## config.mk

```make
export PLATFORM = sky130hd
export DESIGN_NAME = btb_hit_select
export DESIGN_NICKNAME = d
export VERILOG_FILES = /design/src/btb_pkg.sv /design/src/btb_hit_select.sv
export SDC_FILE = /design/constraint.sdc
export NUM_CORES = 1
export LEC_CHECK = 0
export BUFFER_PORTS_ARGS = -buffer_cell sky130_fd_sc_hd__buf_2
export CELL_PAD_IN_SITES_DETAIL_PLACEMENT = 1
export CELL_PAD_IN_SITES_GLOBAL_PLACEMENT = 1
export CORE_MARGIN = 10
export CORE_UTILIZATION = 20
export DETAILED_ROUTE_END_ITERATION = 16
export GPL_TIMING_DRIVEN = 0
export PLACE_DENSITY_LB_ADDON = 0.15
export SETUP_SLACK_MARGIN = 0.15
export SKIP_LAST_GASP = 1
export SLEW_MARGIN = 15
export SYNTH_ARGS = -nofsm -noshare
export SYNTH_HDL_FRONTEND = slang
export SYNTH_SLANG_ARGS = --single-unit
```

## constraint.sdc

```tcl
create_clock -name vclk -period 2.7
set_clock_uncertainty 0.2 [all_clocks]
set_input_delay 0.27 -clock vclk [all_inputs]
set_output_delay 0.27 -clock vclk [all_outputs]
set_load 0.01 [all_outputs]
```

## src/btb_pkg.sv

```systemverilog
package btb_pkg;

    // --------------------
    // Sizing
    // --------------------

    // One bank per word slot of the fetch pair
    localparam int unsigned BTB_BANKS = 2;

    // Index taken from word-address bits 3 upward
    localparam int unsigned BTB_INDEX_W = 9;

    // Entries per bank
    localparam int unsigned BTB_DEPTH = 1 << BTB_INDEX_W;

    // Width of the folded tag
    localparam int unsigned BTB_TAG_W = 15;

    // --------------------
    // Basic types
    // --------------------

    // Word address, byte offset dropped
    typedef logic [31:2] pc_w_t;

    typedef logic [BTB_INDEX_W-1:0] btb_index_t;
    typedef logic [BTB_TAG_W-1:0]   btb_tag_t;

    typedef enum logic [1:0] {
        PC_RELATIVE = 2'd0,
        CALL        = 2'd1,
        RETURN      = 2'd2,
        INDIRECT    = 2'd3
    } br_type_e;

    // --------------------
    // Bundles
    // --------------------

    // Fetch-side lookup of one aligned pair
    typedef struct packed {
        logic  valid;
        pc_w_t pc;
    } btb_lookup_t;

    // Execute-side update of one entry
    typedef struct packed {
        logic     valid;
        pc_w_t    pc;
        pc_w_t    bta;
        br_type_e br_type;
    } btb_update_t;

    // Payload held in the entry array
    typedef struct packed {
        btb_tag_t tag;
        pc_w_t    bta;
        br_type_e br_type;
    } btb_wdata_t;

    // Entry as read out of a bank
    typedef struct packed {
        logic     valid;
        btb_tag_t tag;
        pc_w_t    bta;
        br_type_e br_type;
    } btb_entry_t;

    // Answer for one word slot
    typedef struct packed {
        logic     hit;
        pc_w_t    bta;
        br_type_e br_type;
    } btb_slot_t;

    // Slot 0 is the even word, slot 1 the odd word
    typedef struct packed {
        logic                        valid;
        pc_w_t                       pc;
        btb_slot_t [BTB_BANKS-1:0]   slot;
    } btb_resp_t;

    // Per-bank write and read request
    typedef struct packed {
        logic       we;
        btb_index_t widx;
        btb_wdata_t wdata;
        btb_index_t ridx;
    } btb_bank_req_t;

    // Upper bits folded onto the bits above the index base
    function automatic btb_tag_t btb_fold_tag(input pc_w_t pc);
        return pc[31:17] ^ pc[17:3];
    endfunction

endpackage

```

## src/btb_hit_select.sv

```systemverilog
`timescale 1ns/1ns

module btb_hit_select (
    input  btb_pkg::btb_lookup_t prev_lookup_i,
    input  btb_pkg::btb_tag_t    prev_tag_i,
    input  btb_pkg::btb_entry_t  rd_entry_i [btb_pkg::BTB_BANKS],
    output btb_pkg::btb_resp_t   resp_o
);

    import btb_pkg::*;

    // --------------------
    // Fall-through
    // --------------------

    // Start of the next aligned pair, shared by both slots
    pc_w_t fall_thru;

    assign fall_thru = {prev_lookup_i.pc[31:3] + 29'd1, 1'b0};

    // --------------------
    // Per-slot compare
    // --------------------

    logic [BTB_BANKS-1:0] slot_hit;

    always_comb begin
        for (int s = 0; s < BTB_BANKS; s++) begin
            // Stored valid and matching folded tag
            slot_hit[s] = rd_entry_i[s].valid && (rd_entry_i[s].tag == prev_tag_i);
        end
    end

    // --------------------
    // Response
    // --------------------

    always_comb begin
        resp_o.valid = prev_lookup_i.valid;
        resp_o.pc    = prev_lookup_i.pc;
        for (int s = 0; s < BTB_BANKS; s++) begin
            resp_o.slot[s].hit = slot_hit[s];
            if (slot_hit[s]) begin
                // Stored branch
                resp_o.slot[s].bta     = rd_entry_i[s].bta;
                resp_o.slot[s].br_type = rd_entry_i[s].br_type;
            end else begin
                // Miss, sequential fetch
                resp_o.slot[s].bta     = fall_thru;
                resp_o.slot[s].br_type = PC_RELATIVE;
            end
        end
    end

endmodule

```

# Yosys cells after proc, flatten, opt, wreduce, memory -nomap -nowiden
# Index checks and enable logic that the tools add are counted.
[word_totals]
wordCells = 7
in_bits = 142
ff_bits = 0
output_inout_bits = 97
[classes]
n_addsub = 1
eq_ne = 2
n_reduce_logical = 2
n_mux = 2
[op_table]
columns = ["operator", "count"]
rows = [
  ["2-to-1 mux 32 bit", 2],
  ["equality test 15 bit", 2],
  ["adder 29 x 1 -> 29 bit, second input constant", 1],
  ["logical AND 1 bit", 2],
]

# Longest topological paths before layout
# Gate-level depths: netlist of run 1.
[depth]
word_depth = 3
mapped_depth = 7
mapped_depth_nobuf = 6

# Worst setup path before layout of run 1
# Ideal clock, no wire load.
[synth_path]
kind = "input -> output"
startpoint = "in rd_entry_i[92] in the netlist's numbering"
endpoint = "out resp_o[30] in the netlist's numbering"
path_stages = 6
arrival_ns = 1.643
t_required_ns = 2.230
setup_slack_ns = 0.587
n_path_buf = 2
path_cell_list = "xnor2_1 nand4_1 or4_1 buf_2 buf_2 a21oi_1"
[synth_lines]
columns = ["item", "line", "source"]
rows = [
  ["from (decl)", "btb_hit_select.sv:6", "input btb_pkg::btb_entry_t rd_entry_i [btb_pkg::BTB_BANKS],"],
  ["to (decl)", "btb_hit_select.sv:7", "output btb_pkg::btb_resp_t resp_o"],
]

==> results of run 1 <==
[critical path, cell delays in order]
cell and delay [ps]:
buf_2 110, xnor2_1 170, nand4_1 140, or4_4 600, buf_6 170, clkbuf_4 200
a21oi_1 150, buf_2 160
[cell type report]
cell class / count / area share
tap: 108 / 0.04201
multi-input combinational: 243 / 0.4796
inverter: 3 / 0.003501
buffer: 44 / 0.1015
timing repair buffer: 239 / 0.3734
[through the flow]
step	instances	power (mW)	setup WS [ps]	instance area, um^2
global route	637	0.4702	145.7	3217
CTS	635	0.4277	150.0	3136
detailed placement	635	0.4248	42.56	3123
floorplan	290	0.1899	586.6	1802
finish	637	0.4264	263.1	3217
global placement	635	0.4189	90.76	3123
[layout by cell type, fill, tap and decap left out]
| cell | n |
|---|---|
| inv_1 | 3 |
| mux2_4 | 1 |
| nor3_1 | 3 |
| nor2_2 | 3 |
| buf_6 | 4 |
| buf_2 | 241 |
| nor4_2 | 2 |
| nand2_1 | 13 |
| a21oi_1 | 35 |
| clkbuf_4 | 1 |
| xnor2_1 | 37 |
| clkbuf_1 | 1 |
| buf_4 | 34 |
| a21oi_2 | 21 |
| nor4_1 | 3 |
| or4_1 | 1 |
| nand3b_1 | 1 |
| clkbuf_2 | 2 |
| nor4_4 | 1 |
| nand4_1 | 20 |
| xnor2_2 | 2 |
| xor2_1 | 18 |
| or4_4 | 1 |
| and4_1 | 1 |
| nor2_1 | 59 |
| and3_1 | 3 |
| ha_1 | 1 |
| nand3_1 | 10 |
| and2_1 | 7 |
[worst paths after layout]
| check | slack [ps] | to |
|---|---|---|
| max | 260 | resp_o[29] |
| min | 530 | resp_o[66] |
[timing repair]
item / CTS / global route
pin swaps: 1 / 4
buffers inserted: 0 / 2
hold endpoints to repair: 0 / 0
resized for setup: 4 / 24
setup endpoints to repair: 43 / 54
[power groups by stage]
stage	Sequential [mW]	Combinational, mW	Clock, mW
after detailed placement	0	0.425	0
after global routing	0	0.470	0
after floorplan	0	0.190	0
after CTS	0	0.428	0
final	0	0.426	0
after global placement	0	0.419	0
[layer usage]
metal / vias up / track usage / routed length (um)
met5: - / 0 / 0
met4: 0 / 0.007426 / 65
met3: 4 / 0.05729 / 1193
met2: 130 / 0.2894 / 5777
met1: 1322 / 0.1591 / 4119
li1: 1441 / - / -
[logic make-up (layout without fill, tap and decap cells)]
family                   count (synthesis)  count (layout)
adder cells (fa/ha/maj)                  1               1
AND/OR/NAND/NOR                        128             128
multiplexers                             1               1
AO/OA/AOI/OAI                           56              56
XOR/XNOR                                57              57
buffers and inverters                   47             286
==> flow_summary_export.csv, run 1 <==
group,metric,value,unit
setup_path,worstSetupEndpointType,"output port",
route,routed_via_density,4.548,
pwr,combinationalPowerShare,1.000,
logic_synthesis,synthAdderAreaFrac,0.006944,
route,dr.pass1.iters,4,
final_layout,utilization,0.3671,
global_route,grt_pass1_wl,16.69,mm
logic_synthesis,synth.most_common_cell,"nor2_1",
final_layout,multi_input_area,0.001543,mm^2
pwr,netSwitchingPower,0.2053,mW
pwr,internal-power,0.2211,mW
floorplanning,start_util,0.2056,
logic_synthesis,synth.area.mux_share,0.008333,
global_route,grt_pass1_vias,3293,
setup_path,path_class,"input port to output port",
setup_path,cp_max_fo,10,
setup_path,worstPathArrival,1970,ps
pwr,switching_share,0.4814,
route,postRouteAntennaNets,0,
placed_design,port-buffer-count,237,
logic_synthesis,synth_top_area_cell,"xnor2_1",
logic_synthesis,synthSimpleGateAreaFrac,0.3347,
route,wl_per_cell,17.51,um
hold_path,worstHoldStart,"prev_lookup_i[0]",
logic_synthesis,ys_types,22,
logic_synthesis,synth_top_family_by_area,"simple AND/OR/NAND/NOR gates",
logic_synthesis,synth_compound_gate_area_share,0.1951,
floorplanning,die_area,0.01321,mm^2
setup_path,cp-start-kind,"input port",
job,max_cap_viol_count,0,
final_layout,syn2layout_area_growth,78.54,%
global_route,grt_antenna_before_repair,0,
clock_tree,ctsHoldBuffers,0,
logic_synthesis,postSynthAreaPerCell,6.213,um^2
timing,post-route-min-period,2437,ps
floorplanning,rows,34,
placed_design,place_congestion,0.7983,
timing,post-route-period-util,0.9025,
logic_synthesis,synth_xor_area_frac,0.2771,
pwr,ir_worst_vdd,0.00005727,V
route,routed_wl,11.16,mm
hold_path,hp-class,"input port to output port",
final_layout,n_fill_cell,1223,
final_layout,ff_latch_area,0,um^2
timing,hold_viol_final,0,
placed_design,dp_hpwl,10.02,mm
global_route,grtUsageTotal,0.1511,
route,drt_iter0_drc,92,
final_layout,seq_cells,0,
logic_synthesis,synth_common_cells,"62 x nor2_1, 39 x xnor2_1, 37 x a21oi_1, 31 x buf_4, 20 x nand4_1",
floorplanning,die_w,114.9,um
floorplanning,core,0.008763,mm^2
global_route,gr-total-overflow,0,
setup_path,critical_path.startpoint,"rd_entry_i[82]",
logic_synthesis,yosys_warnings,0,
floorplanning,ios,239,
route,drc,0,
timing,setup_viol_count_final,0,
status,status,"finished clean",
timing,drv_slew,0,
logic_synthesis,syn-instance-count,290,
final_layout,layout-drive-gt1-share,0.5917,
final_layout,fin_nets,674,
final_layout,antenna_cells,0,
pwr,pwr-share-seq,0,
floorplanning,die-height,114.9,um
logic_synthesis,synth_area,0.001802,mm^2
timing,fmax,410.4,MHz
hold_path,whs_path_depth,2,
setup_path,crit_required,2230,ps
global_route,grt_start_max_net_pins,11,
pwr,p_clk_frac,0,
logic_synthesis,yosysSeqAreaShare,0,
timing,tns,0,ps
pwr,leakage,1.657,nW
timing,timing.slew.headroom,0.5978,
final_layout,n_clock_buffer,0,
logic_synthesis,synth_nets,433,
timing,rsz0062_at_grt,"false",
pwr,powerDensity,132.6,mW/mm^2
logic_synthesis,synth_top_area_frac,0.1896,
timing,tightestPinTransition,597.8,ps
route,vias,2897,
logic_synthesis,synth.top_cells.by_area,"xnor2_1 19%, buf_4 13%, nor2_1 13%",
timing,timing.hold.ws,526.9,ps
Note: power is estimated with default switching activity, not from simulation.
==> run 2: changes to the inputs <==
--- a/config.mk
+++ b/config.mk
@@ -12,6 +12,7 @@
 export CORE_UTILIZATION = 20
 export DETAILED_ROUTE_END_ITERATION = 16
 export GPL_TIMING_DRIVEN = 0
+export MAX_ROUTING_LAYER = met4
 export PLACE_DENSITY_LB_ADDON = 0.15
 export SETUP_SLACK_MARGIN = 0.15
 export SKIP_LAST_GASP = 1
==> flow_summary_export.csv, run 2 (synthesized netlist as in run 1, its figures left out) <==
group,metric,value,unit
pwr,ir_worst_vdd,0.00005723,V
timing,fmax,414.6,MHz
pwr,powerDensity,132.7,mW/mm^2
timing,tightestPinTransition,604.9,ps
route,wl_per_cell,17.55,um
status,status,"finished clean",
final_layout,multi_input_area,0.001544,mm^2
route,postRouteAntennaNets,0,
timing,rsz0062_at_grt,"false",
placed_design,dp_hpwl,10.02,mm
clock_tree,ctsHoldBuffers,0,
setup_path,cp_max_fo,10,
global_route,grtUsageTotal,0.1557,
floorplanning,ios,239,
pwr,leakage,1.661,nW
pwr,total_power,0.4272,mW
route,vias,2892,
floorplanning,die_area,0.01321,mm^2
timing,tns,0,ps
final_layout,seq_cells,0,
final_layout,syn2layout_area_growth,78.75,%
final_layout,layout_commonest_cell,"buf_2",
final_layout,layout-drive-gt1-share,0.5917,
timing,hold_viol_final,0,
final_layout,antenna_cells,0,
timing,timing.slew.headroom,0.5930,
timing,post-route-min-period,2412,ps
setup_path,path_class,"input port to output port",
route,routed_via_density,4.540,
final_layout,n_fill_cell,1219,
global_route,grt_antenna_before_repair,0,
floorplanning,die-height,114.9,um
hold_path,worstHoldStart,"prev_lookup_i[0]",
floorplanning,start_util,0.2056,
global_route,grt_start_max_net_pins,11,
final_layout,fin_nets,674,
setup_path,crit_required,2230,ps
setup_path,worstSetupEndpointType,"output port",
timing,post-route-period-util,0.8933,
floorplanning,die_w,114.9,um
floorplanning,core,0.008763,mm^2
job,max_cap_viol_count,0,
final_layout,n_clock_buffer,0,
placed_design,port-buffer-count,237,
global_route,gr-total-overflow,0,
global_route,grt_pass1_wl,16.62,mm
final_layout,ff_latch_area,0,um^2
hold_path,hp-class,"input port to output port",
setup_path,cp-start-kind,"input port",
timing,setup_viol_count_final,0,
placed_design,place_congestion,0.8097,
final_layout,final_cell_mix,"239 x buf_2, 60 x nor2_1, 37 x xnor2_1",
route,drc,0,
setup_path,worstPathArrival,1940,ps
timing,drv_slew,0,
floorplanning,rows,34,
route,routed_wl,11.18,mm
setup_path,critical_path.startpoint,"prev_tag_i[6]",
route,drt_iter0_drc,84,
route,dr.pass1.iters,3,
global_route,grt_pass1_vias,3307,
## run 2: per-stage QoR
| step | setup slack [ps] | instances | utilization | hold WS, ps | area, um^2 |
|---|---|---|---|---|---|
| global placement | 90.76 | 635 | 0.3564 | 530.1 | 3123 |
| finish | 288.2 | 637 | 0.3675 | 526.9 | 3221 |
| floorplan | 586.6 | 290 | - | 417.5 | 1802 |
| detailed placement | 42.56 | 635 | 0.3564 | 531.6 | 3123 |
| global route | 156.9 | 637 | 0.3675 | 536.2 | 3221 |
| CTS | 150.0 | 635 | 0.3578 | 532.1 | 3136 |
## run 2: layout make-up
| cell class | count | share of cell area |
|---|---|---|
| buffer | 44 | 0.1022 |
| inverter | 3 | 0.003497 |
| timing repair buffer | 239 | 0.3730 |
| multi-input combinational | 243 | 0.4794 |
| tap | 108 | 0.04196 |
## run 2: path summary, 6_finish.rpt
path	cells after the start	slack (ps)	endpoint
max	9	290	resp_o[46]
min	2	530	resp_o[66]
## run 2: report_power, final
part,switching [mW],total [mW],leakage (nW),internal [mW]
logic,0.206,0.427,1.66,0.221
registers,0,0,0,0
clock network,0,0,0,0
total,0.206,0.427,1.66,0.221
## run 2: per-layer routing
layer / vias up / global-route usage / share of wire
li1: 1440 / - / -
met1: 1318 / 0.1732 / 0.40
met2: 130 / 0.2883 / 0.52
met3: 4 / 0.03490 / 0.077
met4: 0 / 0.007426 / 0.0058
met5: - / - / 0
## run 2: critical path, stage by stage
cell and delay (ps):
buf_2 120, xnor2_1 170, nand4_1 120, or4_1 510
clkbuf_2 150, buf_6 150, buf_6 160, a21oi_2 140
buf_2 150
## run 2: timing repair
item,in CTS,in global routing
buffers inserted,0,2
endpoints found under the setup margin,43,54
pin swaps,1,4
gates resized for setup,4,26
