`src/btb_pkg.sv`:
```
package btb_pkg;

    // --------------------
    // Sizing
    // --------------------

    // One bank per word slot of the fetch pair
    localparam int unsigned BTB_BANKS = 2;

    // Index taken from word-address bits 3 upward
    localparam int unsigned BTB_INDEX_W = 9;

    // Entries per bank
    localparam int unsigned BTB_DEPTH = 1 << BTB_INDEX_W;

    // Width of the folded tag
    localparam int unsigned BTB_TAG_W = 15;

    // --------------------
    // Basic types
    // --------------------

    // Word address, byte offset dropped
    typedef logic [31:2] pc_w_t;

    typedef logic [BTB_INDEX_W-1:0] btb_index_t;
    typedef logic [BTB_TAG_W-1:0]   btb_tag_t;

    typedef enum logic [1:0] {
        PC_RELATIVE = 2'd0,
        CALL        = 2'd1,
        RETURN      = 2'd2,
        INDIRECT    = 2'd3
    } br_type_e;

    // --------------------
    // Bundles
    // --------------------

    // Fetch-side lookup of one aligned pair
    typedef struct packed {
        logic  valid;
        pc_w_t pc;
    } btb_lookup_t;

    // Execute-side update of one entry
    typedef struct packed {
        logic     valid;
        pc_w_t    pc;
        pc_w_t    bta;
        br_type_e br_type;
    } btb_update_t;

    // Payload held in the entry array
    typedef struct packed {
        btb_tag_t tag;
        pc_w_t    bta;
        br_type_e br_type;
    } btb_wdata_t;

    // Entry as read out of a bank
    typedef struct packed {
        logic     valid;
        btb_tag_t tag;
        pc_w_t    bta;
        br_type_e br_type;
    } btb_entry_t;

    // Answer for one word slot
    typedef struct packed {
        logic     hit;
        pc_w_t    bta;
        br_type_e br_type;
    } btb_slot_t;

    // Slot 0 is the even word, slot 1 the odd word
    typedef struct packed {
        logic                        valid;
        pc_w_t                       pc;
        btb_slot_t [BTB_BANKS-1:0]   slot;
    } btb_resp_t;

    // Per-bank write and read request
    typedef struct packed {
        logic       we;
        btb_index_t widx;
        btb_wdata_t wdata;
        btb_index_t ridx;
    } btb_bank_req_t;

    // Upper bits folded onto the bits above the index base
    function automatic btb_tag_t btb_fold_tag(input pc_w_t pc);
        return pc[31:17] ^ pc[17:3];
    endfunction

endpackage

```
`src/btb_index_front.sv`:
```
`timescale 1ns/1ns

module btb_index_front (
    input  logic                   clk,
    input  logic                   rst_n,
    input  btb_pkg::btb_lookup_t   lookup_i,
    input  btb_pkg::btb_update_t   update_i,
    output btb_pkg::btb_bank_req_t bank_req_o [btb_pkg::BTB_BANKS],
    output btb_pkg::btb_lookup_t   prev_lookup_o,
    output btb_pkg::btb_tag_t      prev_tag_o
);

    import btb_pkg::*;

    // --------------------
    // Address split
    // --------------------

    btb_index_t rd_index;
    btb_index_t wr_index;
    btb_wdata_t wr_data;
    logic       wr_odd;

    // Same index field for lookup and update
    assign rd_index = lookup_i.pc[BTB_INDEX_W+2:3];
    assign wr_index = update_i.pc[BTB_INDEX_W+2:3];

    // Bit 2 picks even or odd bank
    assign wr_odd = update_i.pc[2];

    // Entry payload, tag folded here
    assign wr_data.tag     = btb_fold_tag(update_i.pc);
    assign wr_data.bta     = update_i.bta;
    assign wr_data.br_type = update_i.br_type;

    // --------------------
    // Write steering
    // --------------------

    always_comb begin
        for (int b = 0; b < BTB_BANKS; b++) begin
            // Only the bank matching the word slot is written
            bank_req_o[b].we    = update_i.valid && (int'(wr_odd) == b);
            bank_req_o[b].widx  = wr_index;
            bank_req_o[b].wdata = wr_data;
            // Both banks read the same pair
            bank_req_o[b].ridx  = rd_index;
        end
    end

    // --------------------
    // Lookup delay stage
    // --------------------

    logic  lookup_valid_q;
    pc_w_t lookup_pc_q;

    // Valid is control, cleared by reset
    always_ff @(posedge clk) begin
        if (!rst_n) begin
            lookup_valid_q <= 1'b0;
        end else begin
            lookup_valid_q <= lookup_i.valid;
        end
    end

    // Address follows the bank read by one cycle
    always_ff @(posedge clk) begin
        lookup_pc_q <= lookup_i.pc;
    end

    assign prev_lookup_o.valid = lookup_valid_q;
    assign prev_lookup_o.pc    = lookup_pc_q;

    // Tag of the pair now leaving the banks
    assign prev_tag_o = btb_fold_tag(lookup_pc_q);

endmodule

```
`config.mk`:
```
export PLATFORM = sky130hd
export DESIGN_NAME = btb_index_front
export DESIGN_NICKNAME = d
export VERILOG_FILES = /design/src/btb_pkg.sv /design/src/btb_index_front.sv
export SDC_FILE = /design/constraint.sdc
export NUM_CORES = 1
export LEC_CHECK = 0
export ABC_AREA = 1
export BUFFER_PORTS_ARGS = -buffer_cell sky130_fd_sc_hd__buf_2
export CORE_AREA = 2 2 105 107
export DETAILED_ROUTE_END_ITERATION = 12
export DIE_AREA = 0 0 107 109
export GPL_TIMING_DRIVEN = 0
export HOLD_SLACK_MARGIN = 0.1
export PLACE_DENSITY_LB_ADDON = 0.1
export SYNTH_ARGS = -nofsm -noshare
export SYNTH_HDL_FRONTEND = slang
export SYNTH_SLANG_ARGS = --single-unit
```
`constraint.sdc`:
```
create_clock -name clk -period 1.7 [get_ports clk]
set_input_delay 0.34 -clock clk [delete_from_list [all_inputs] [get_ports clk]]
set_output_delay 0.34 -clock clk [all_outputs]
set_load 0.01 [all_outputs]
```
# Word level (Yosys, flattened, before mapping)
# Index checks and enable logic that the tools add are counted.
# W data, S select, Z words.
[totals] register_bits=31 input_bits=96 output_inout_bits=178 wordCells=7
[op_classes] n_bitwise=3 reduce_logical=2
[ops] op="$xor A15 B15 Y15" n=2
[ops] op="$logic_and A1 B1 Y1" n=2
[ops] op="$not A1 Y1" n=1

# Longest topological paths before layout
# Gate-level depths: netlist (run 1).
[depth] ltp_word=2 ltp_mapped=4 mapped_depth_nobuf=3

# Worst setup path before layout (run 1)
# Ideal clock, no wire load.
[synth_timing] path_type="input -> output" from="input update_i[47] (netlist bit)" to="output bank_req_o[107] (netlist bit)" arrival_time_ns=0.676 required_time_ns=1.360 setup_slack_ns=0.684 cell_stages=4 path_buffers=1 path_cell_list="inv_1 -> nand2_1 -> nand2_1 -> buf_4"
[synth_rtl] item="start: declaration" line_no="btb_index_front.sv:7" text="input btb_pkg::btb_update_t update_i,"
[synth_rtl] item="end: declaration" line_no="btb_index_front.sv:8" text="output btb_pkg::btb_bank_req_t bank_req_o [btb_pkg::BTB_BANKS],"

# Worst setup path in the final report (run 1)
[layout_timing] from="register lookup_pc_q[15]" to="output prev_tag_o[14]"
[layout_between] elab_chain_cells=1
[layout_lines] item="start: declaration" line_no="btb_index_front.sv:56" text="pc_w_t lookup_pc_q;"
[layout_lines] item="start signal: assignment" line_no="btb_index_front.sv:69" text="lookup_pc_q <= lookup_i.pc;"
[layout_lines] item="$xor A15 B15 Y15" line_no="btb_pkg.sv:93" text="return pc[31:17] ^ pc[17:3];"
[layout_lines] item="end: declaration" line_no="btb_index_front.sv:10" text="output btb_pkg::btb_tag_t prev_tag_o"
# Every way passes these cells.

==> impl_results.md, run 1 <==
* Comb pwr share at 0.350
* Status: finished, final reports clean
* RSZ-0062 raised after global routing: false
* Critical Path End Type: output pin
* Top delay family on crit path: flip-flops
* Cells after DPL at 682
* Clock slew at reported path FFs at 0.07 ns
* Hold_sp: lookup_i[17]
* Final Wtd Congestion at 0.708
* Crit-path max cell delay at 0.36 ns
* Leakage power at 2.43 nW
* PD cells at ~620 mW/mm^2
* Post-synth top area share at 0.421
* Clock sink count at 31
* HPWL after DPL at 6.19 mm
* Max-cap check violation count at 0
* Reg power frac at 0.361
* Vias per Instance at between 3 and 4
* DRC at 0
* I/O pin cnt at about 270
* Synthesized cell area at between 0.002 and 0.0025 mm^2
* Vias in the first global route at 1895
* Commonest cells in the netlist: buf_4 (116), nand2_1 (92), inv_1 (61)
* Worst EP required at approximately 1.4 ns
* DRT Wirelength at 6.71 mm
* Final net count at between 600 and 700
* Starting DRT DRC Count at 53
* Top FF cell, synth: dfxtp_1
* Rows at 38
* Vias at between 2000 and 2500
* Final Hold Viols at 0
* TritonCTS clock tree: done
* Fin. max-slew vios at 0
* WP data arrival at 0.94 ns
* Synth warn at 0
* Core area at 0.0106 mm^2
* Peak supply drop at between 0.3 and 0.4 mV
* Post_cts resized at 0
* Share of power burned in the clock network at 0.290
* Area grow syn2layout at 71.8%
* EDFF count, synth at 0
* Buf+Inv Stages, Crit Path at 2
* CTS H-tree lvls at 2
* Die area at 0.0117 mm^2
* Mean Syn Cell Area at 6.88 um^2
* Syn Inst Count at about 300
* All-layer global routing usage at 0.0998
* Sw Share at 0.290
* Crit-path cells: inv_1 -> nand2_1 -> nand2_1 -> buf_2
* Ratio of cells with drive above 1 in the final layout at 0.664
* Worst rel slew slack at 0.915
* Flop and latch count out of synthesis at 31
* P_sw at 0.637 mW
* CTS Buf Count at 5
* Cell-internal power at 1.56 mW
* Synthesized Nets at 397
* # hold bufs at CTS at 0
* Clock Path Buffers at 2
* Final std cells w/o fill at 690
* Slowest cell on crit path: dfxtp_1
* Final setup vio count at 0
* Critical Path Most Common Cell: nand2_1
* First-pass GRT wire length at 9.02 mm
* Ys async rst share at 0
* Tightest Pin Transition at 0.128 ns
* Avg WL per Cell at 9.72 um
* Number of port buffers at 241
* Critical path peak fanout at 4
* Crit start category: register
* Largest net degree at the start of global routing at 11
* Diodes inserted at 0
* Final period utilization at 0.752
* Setup TNS Final at 0 ns
* F_max at 782 MHz
* Fin crit period at 1.28 ns
* Worst hold path class: in -> reg
* Largest area contributor in the netlist: buf_4
* Count leader, synth: buf_4
* DR pass1 iterations at 4
* Die width at around 110 um
* WHS Endpoint: lookup_pc_q[17]
* Unique masters post-synth at 5
* Hold Path Depth at 1
* Antenna viol nets, final at 0
* Root buf cell: clkbuf_8
* Post-synthesis sequential area ratio at 0.300
* Antenna violations before repair at 0
* Die Y at 109 um
* Grt total ovfl at 0
* Largest cells by area after synthesis: buf_4 (42%), dfxtp_1 (30%), nand2_1 (17%)
* Setup CP Type: reg -> out
* Initial Util at 0.195
* Post-CTS setup buffer count at 0
[placed cells by master (no fill, tap or decap)]
cell	count
clkbuf_8	7
inv_1	61
nand2_1	92
buf_4	116
buf_2	241
clkinvlp_4	1
dfxtp_1	31
nor2_1	1
[power by group through the flow]
stage | Combinational, mW | Sequential (mW) | Clock, mW
2_1_floorplan | 0.414 | 0.826 | 0
3_3_place_gp | 0.778 | 0.807 | 0
3_5_place_dp | 0.777 | 0.808 | 0
4_1_cts | 0.779 | 0.792 | 0.671
5_1_grt | 0.841 | 0.797 | 0.703
6_report | 0.767 | 0.791 | 0.636
[per-stage QoR]
step | setup slack [ns] | hold WS (ns) | power [mW] | util | area [um^2]
floorplan | 0.684 | 0.368 | 1.24 | - | 2070
global placement | 0.470 | 0.443 | 1.59 | 0.325 | 3450
detailed placement | 0.445 | 0.444 | 1.59 | 0.325 | 3450
CTS | 0.397 | 0.147 | 2.24 | 0.335 | 3550
global route | 0.331 | 0.139 | 2.34 | 0.335 | 3550
finish | 0.422 | 0.160 | 2.19 | 0.335 | 3550
[worst max path at each step]
stage                          startpoint               to  cells past startpoint  slack (ns)
final                     lookup_pc_q[15]   prev_tag_o[14]                      4        0.42
after global routing       lookup_pc_q[9]    prev_tag_o[8]                      4        0.33
after CTS                 lookup_pc_q[15]   prev_tag_o[14]                      4        0.40
after detailed placement     update_i[47]  bank_req_o[107]                      6        0.44
after global placement       update_i[47]  bank_req_o[107]                      6        0.47
after floorplan              update_i[47]  bank_req_o[107]                      4        0.68
[per-layer routing]
metal,vias to the layer above,GRT usage,part of all wire
met5,-,0,0
met4,0,0.0250,0.0091
met3,7,0.0335,0.12
met2,141,0.209,0.55
met1,906,0.0903,0.33
li1,1221,-,-
[registers in the layout (all words and copies together), names as in the netlist]
register,count
lookup_pc_q,30
lookup_valid_q,1
[cell type report]
class                           instances  area (um^2)
Tap cell                              140          175
Clock inverter                          1         7.51
Clock buffer                            7         96.3
Buffer                                116          871
Multi-Input combinational cell         93          349
Fill cell                            1165         7050
Sequential cell                        31          621
Timing Repair Buffer                  241         1210
Inverter                               61          229
[kinds of logic (layout without fill, tap and decap cells)]
logic type,after synthesis,count (layout),share of synthesized area
DFF,31,31,0.300
and+or+nand+nor,93,93,0.169
buffers and inverters,177,426,0.531
Note: power is estimated with default switching activity, not from simulation.
==> run 2: changes to the inputs <==
Settings changed: CORE_AREA 2 2 105 107 to 2 2 107 109, DIE_AREA 0 0 107 109 to 0 0 109 111.
Clock period 1.7 ns to 1.1 ns, I/O delays scaled along.
==> run 2 against run 1 <==
Net effect:
- die area up 3.7%
- via count increased by 8.0%
- critical endpoint is now prev_tag_o[0]
- highest routed layer unchanged
- critical path depth stayed put
==> impl_results.md, run 2 (synthesis results as in run 1) <==
* Top delay family on crit path: flip-flops
* Final Wtd Congestion at 0.711
* DR pass1 iterations at 3
* Clock Path Buffers at 2
* Worst rel slew slack at 0.930
* Status: finished, final reports clean
* Critical Path Most Common Cell: nand2_1
* PD cells at 953 mW/mm^2
* Final period utilization at 0.994
* Clock slew at reported path FFs at 0.05 ns
* All-layer global routing usage at 0.102
* Worst EP required at 0.88 ns
* Biggest regs: lookup_pc_q: 30 flops, lookup_valid_q: 1 flops
* TritonCTS clock tree: done
* F_max at 914 MHz
* Hold_sp: lookup_i[30]
* Top reg by flops: lookup_pc_q
* Most common cell after layout, fill and taps aside: buf_2
* RSZ-0062 raised after global routing: true
* WHS Endpoint: lookup_valid_q
* Initial Util at 0.187
* Hold Path Depth at 3
* Crit start category: register
* DRT Wirelength at 7.03 mm
* Final core utilization at 0.357
* Root buf cell: clkbuf_16
* Number of port buffers at between 200 and 250
* Antenna violations before repair at 0
* Avg WL per Cell at 9.72 um
* Final net count at between 600 and 700
* Commonest non-fill, non-tap cells in the layout: buf_2 (238), buf_4 (118), nand2_1 (90)
* HPWL after DPL at 6.19 mm
* DRC at 0
* Rows at 39
* Leakage power at 2.57 nW
* I/O pin cnt at 274
* Die Y at 111 um
* Fin. max-slew vios at 0
* Largest net degree at the start of global routing at 9
* Grt total ovfl at 0
* Antenna viol nets, final at 0
* WP data arrival at about 0.87 ns
* Setup TNS Final at 0 ns
* Fin area at 0.00396 mm^2
* Clock sink count at 31
* Peak supply drop at 0.670 mV
* Max reg flops at 30
* Vias per Instance at 3.40
* Fin Hold WS at 0.138 ns
* Critical path peak fanout at 4
* Vias at roughly 2500
* Starting DRT DRC Count at 38
* Ratio of cells with drive above 1 in the final layout at 0.710
* Tightest Pin Transition at 0.104 ns
* Fin crit period at 1.09 ns
* First-pass GRT wire length at 9.52 mm
* Final std cells w/o fill at 723
* Diodes inserted at 0
* Vias in the first global route at 2100
* Core area at around 0.011 mm^2
* Crit-path max cell delay at 0.34 ns
* Worst hold path class: in -> reg
* Fillers at 1208
* Slowest cell on crit path: dfxtp_2
* Die width at 109 um
* Crit-path cells: inv_2 -> nand2_1 -> nand2_1 -> buf_2
* Cells after DPL at 685
* CTS H-tree lvls at 2
* Max-cap check violation count at 0
* Die area at 0.0121 mm^2
* Final setup vio count at 0
* Setup CP Type: reg -> out
* Area grow syn2layout at 91.3%
* Final Hold Viols at 0
* CTS Buf Count at 5
* Critical Path End Type: output pin
* Buf+Inv Stages, Crit Path at 2
* Placed cell area at 0.00345 mm^2
run 2: cell types whose count changed in the layout (fill, tap and decap cells not counted), sizes merged:
cell         previous run  this run
buf                   357       359
clkbuf                  7         6
clkinvlp                1         0
dlygate4sd3             0        30
run 2: cell type report:
class	instances	area, um^2	area share
timing repair buffer	273	1540	0.389
inverter	61	229	0.0578
tap	143	179	0.0452
sequential	31	657	0.166
buffer	116	871	0.220
clock buffer	6	129	0.0326
multi-input combinational	93	354	0.0894
run 2: worst max path at each step:
stage | from | end | slack [ns] | cells past startpoint
detailed placement | update_i[37] | bank_req_o[111] | 0.12 | 6
CTS | lookup_pc_q[15] | prev_tag_o[14] | -0.006 | 4
floorplan | lookup_pc_q[15] | prev_tag_o[0] | 0.29 | 3
finish | lookup_pc_q[15] | prev_tag_o[0] | 0.006 | 4
global route | lookup_pc_q[4] | prev_tag_o[3] | -0.05 | 4
global placement | update_i[37] | bank_req_o[111] | 0.13 | 6
run 2: layer usage:
layer  part of all wire  vias to the layer above  track usage
met5                  0                        -            0
met4             0.0097                        0       0.0282
met3               0.12                        5       0.0306
met2               0.57                      139        0.217
met1               0.31                     1025       0.0851
li1                   -                     1289            -
run 2: stage by stage:
step / setup WS (ns) / power (mW)
after detailed placement: 0.118 / 2.45
after CTS: -0.00633 / 3.82
after global placement: 0.127 / 2.45
after floorplan: 0.293 / 1.92
after global routing: -0.0541 / 4.01
final: 0.00626 / 3.77
run 2: where the power goes:
part / switching, mW / internal (mW)
sequential: 0.0460 / 1.20
combinational: 0.550 / 0.740
clock: 0.426 / 0.809
run 2: timing repair:
action | CTS | global route
setup buffers | 2 | 0
hold endpoints to repair | 30 | 0
hold buffers | 30 | 0
endpoints found under the setup margin | 15 | 15
resized for setup | 26 | 25
pin swaps | 3 | 10
==> run 3: changes to the inputs <==
Settings changed: REMOVE_ABC_BUFFERS set to 1.
==> run 3 against run 2 <==
Net effect:
- the flow now finishes with violations (negative setup slack)
- critical path depth did not move
- worst hold slack better by 0.0029 ns
- sequential cell count did not move
- die area unchanged
- power fell by 10%
- count of clock-buffer cells in the layout fell by 1
- critical endpoint is now prev_tag_o[14]
- largest cell class unchanged
==> impl_results.md, run 3 (synthesis results as in run 1) <==
* Final Hold Viols at 0
* Fin crit period at between 1 and 1.5 ns
* Final setup vio count at 2
* Final setup margin at -0.0279 ns
* Most common cell after layout, fill and taps aside: buf_2
* Clock sink count at 31
* Reg power frac at 0.367
* Peak supply drop at 0.716 mV
* Top reg by flops: lookup_pc_q
* Cell-internal power at between 2 and 2.5 mW
* Final net count at 500
* Worst EP required at 0.88 ns
* Vias in the first global route at 1593
* Crit start category: register
* Die area at 0.0121 mm^2
* First-pass GRT wire length at 8.99 mm
* DRT Wirelength at 6.99 mm
* Share of power burned in the clock network at 0.400
* P_sw at between 0.9 and 1 mW
* Biggest regs: lookup_pc_q: 30 flops, lookup_valid_q: 1 flops
* I/O pin cnt at 274
* Critical path peak fanout at 4
* Sw Share at 0.281
* Number of port buffers at around 180
* DRC at 0
* Antenna viol nets, final at 0
* Crit-path max cell delay at approximately 0.35 ns
* Vias per Instance at 3.49
* Area grow syn2layout at 37.0%
* Fillers at between 1000 and 1500
* Clock slew at reported path FFs at 0.06 ns
* DR pass1 iterations at 6
* Setup CP Type: reg -> out
* All-layer global routing usage at 0.105
* Worst hold path class: in -> reg
* Buf+Inv Stages, Crit Path at 2
* Worst rel slew slack at 0.944
* Hold Path Depth at 3
* RSZ-0062 raised after global routing: true
* CTS H-tree lvls at 2
* Critical Path Most Common Cell: nand2_1
* Top delay family on crit path: flip-flops
* Final Wtd Congestion at 0.720
* WHS Endpoint: lookup_valid_q
* Largest net degree at the start of global routing at 12
* Starting DRT DRC Count at 54
* Leakage power at 1.78 nW
* Commonest non-fill, non-tap cells in the layout: buf_2 (171), nand2_1 (88), inv_1 (42)
* Final period utilization at 1.03
* Core area at 0.0111 mm^2
* HPWL after DPL at 5.93 mm
* WP data arrival at 0.91 ns
* Crit-path cells: inv_2 -> nand2_1 -> nand2_1 -> buf_2
* CTS Buf Count at 5
* Failing checks: negative setup slack
* Hold_sp: lookup_i[30]
* Tightest Pin Transition at 0.0842 ns
* Root buf cell: clkbuf_16
* PD cells at 1200 mW/mm^2
* Critical Path End Type: output pin
* Slowest cell on crit path: dfxtp_2
* Grt total ovfl at 0
* Clock Path Buffers at 2
* TritonCTS clock tree: done
* Fin. max-slew vios at 0
* Max reg flops at 30
* Die Y at 111 um
* Rows at 39
* Power, Total at 3.39 mW
* Ratio of cells with drive above 1 in the final layout at 0.598
* Max-cap check violation count at 0
* Status: complete, but fails checks
* Avg WL per Cell at about 13 um
* Die width at between 100 and 150 um
* Initial Util at 0.187
* Vias at ~1900
* Setup TNS Final at -0.0298 ns
* F_max at around 900 MHz
* Antenna violations before repair at 1
* Comb pwr share at 0.233
[run 3: timing repair]
action / 4_1_cts / 5_1_grt
gates resized for setup: 34 / 26
pin swaps: 5 / 11
hold buffers: 30 / 0
endpoints found under the hold margin: 30 / 0
endpoints found under the setup margin: 15 / 16
buffers inserted: 5 / 0
[run 3: area by class of cell]
cell class | count | area [um^2] | share of cell area
timing repair buffer | 212 | 1260 | 0.445
sequential | 31 | 659 | 0.233
multi-input combinational | 93 | 359 | 0.127
inverter | 61 | 229 | 0.0808
tap | 143 | 179 | 0.0631
clock buffer | 5 | 125 | 0.0441
clock inverter | 3 | 20.0 | 0.00706
antenna | 1 | 2.50 | 0.000883
[run 3: worst max path at each step]
| stage | from | endpoint | slack [ns] | cells after the start |
|---|---|---|---|---|
| 2_1_floorplan | lookup_pc_q[15] | prev_tag_o[0] | 0.29 | 3 |
| 3_3_place_gp | lookup_pc_q[15] | prev_tag_o[14] | 0.22 | 4 |
| 3_5_place_dp | lookup_pc_q[15] | prev_tag_o[14] | 0.22 | 4 |
| 4_1_cts | lookup_pc_q[15] | prev_tag_o[14] | -0.04 | 4 |
| 5_1_grt | lookup_pc_q[11] | prev_tag_o[10] | -0.07 | 4 |
| 6_report | lookup_pc_q[15] | prev_tag_o[14] | -0.03 | 4 |
[run 3: through the flow]
stage                     worst slack, ns  hold slack, ns   util  std cells  cell area, um^2
after floorplan                     0.293           0.248      -        185             1200
after global placement              0.224           0.323  0.204        505             2260
after detailed placement            0.216           0.324  0.204        505             2260
after CTS                         -0.0403           0.135  0.252        548             2790
after global routing              -0.0721           0.140  0.256        549             2840
final                             -0.0279           0.140  0.256        549             2840
[run 3: routing by layer]
metal / wire, um / part of all wire / up-vias / track usage
met3: 1990 / 0.28 / 10 / 0.133
met2: 2320 / 0.33 / 205 / 0.117
li1: - / - / 935 / -
met4: 77 / 0.011 / 2 / 0.0308
met5: 39 / 0.0056 / - / 0.0357
met1: 2570 / 0.37 / 766 / 0.113
[run 3: tightest hold or removal path: stages]
cell and delay (ns):
buf_2 0.08, nand2_1 0.05, inv_1 0.04
[run 3: power groups by stage]
stage          Clock, mW  Combinational (mW)  Sequential, mW
2_1_floorplan          0               0.204            1.28
6_report            1.35               0.790            1.24
3_3_place_gp           0               0.673            1.25
3_5_place_dp           0               0.674            1.25
4_1_cts             1.43               0.778            1.24
5_1_grt             1.47               0.878            1.25
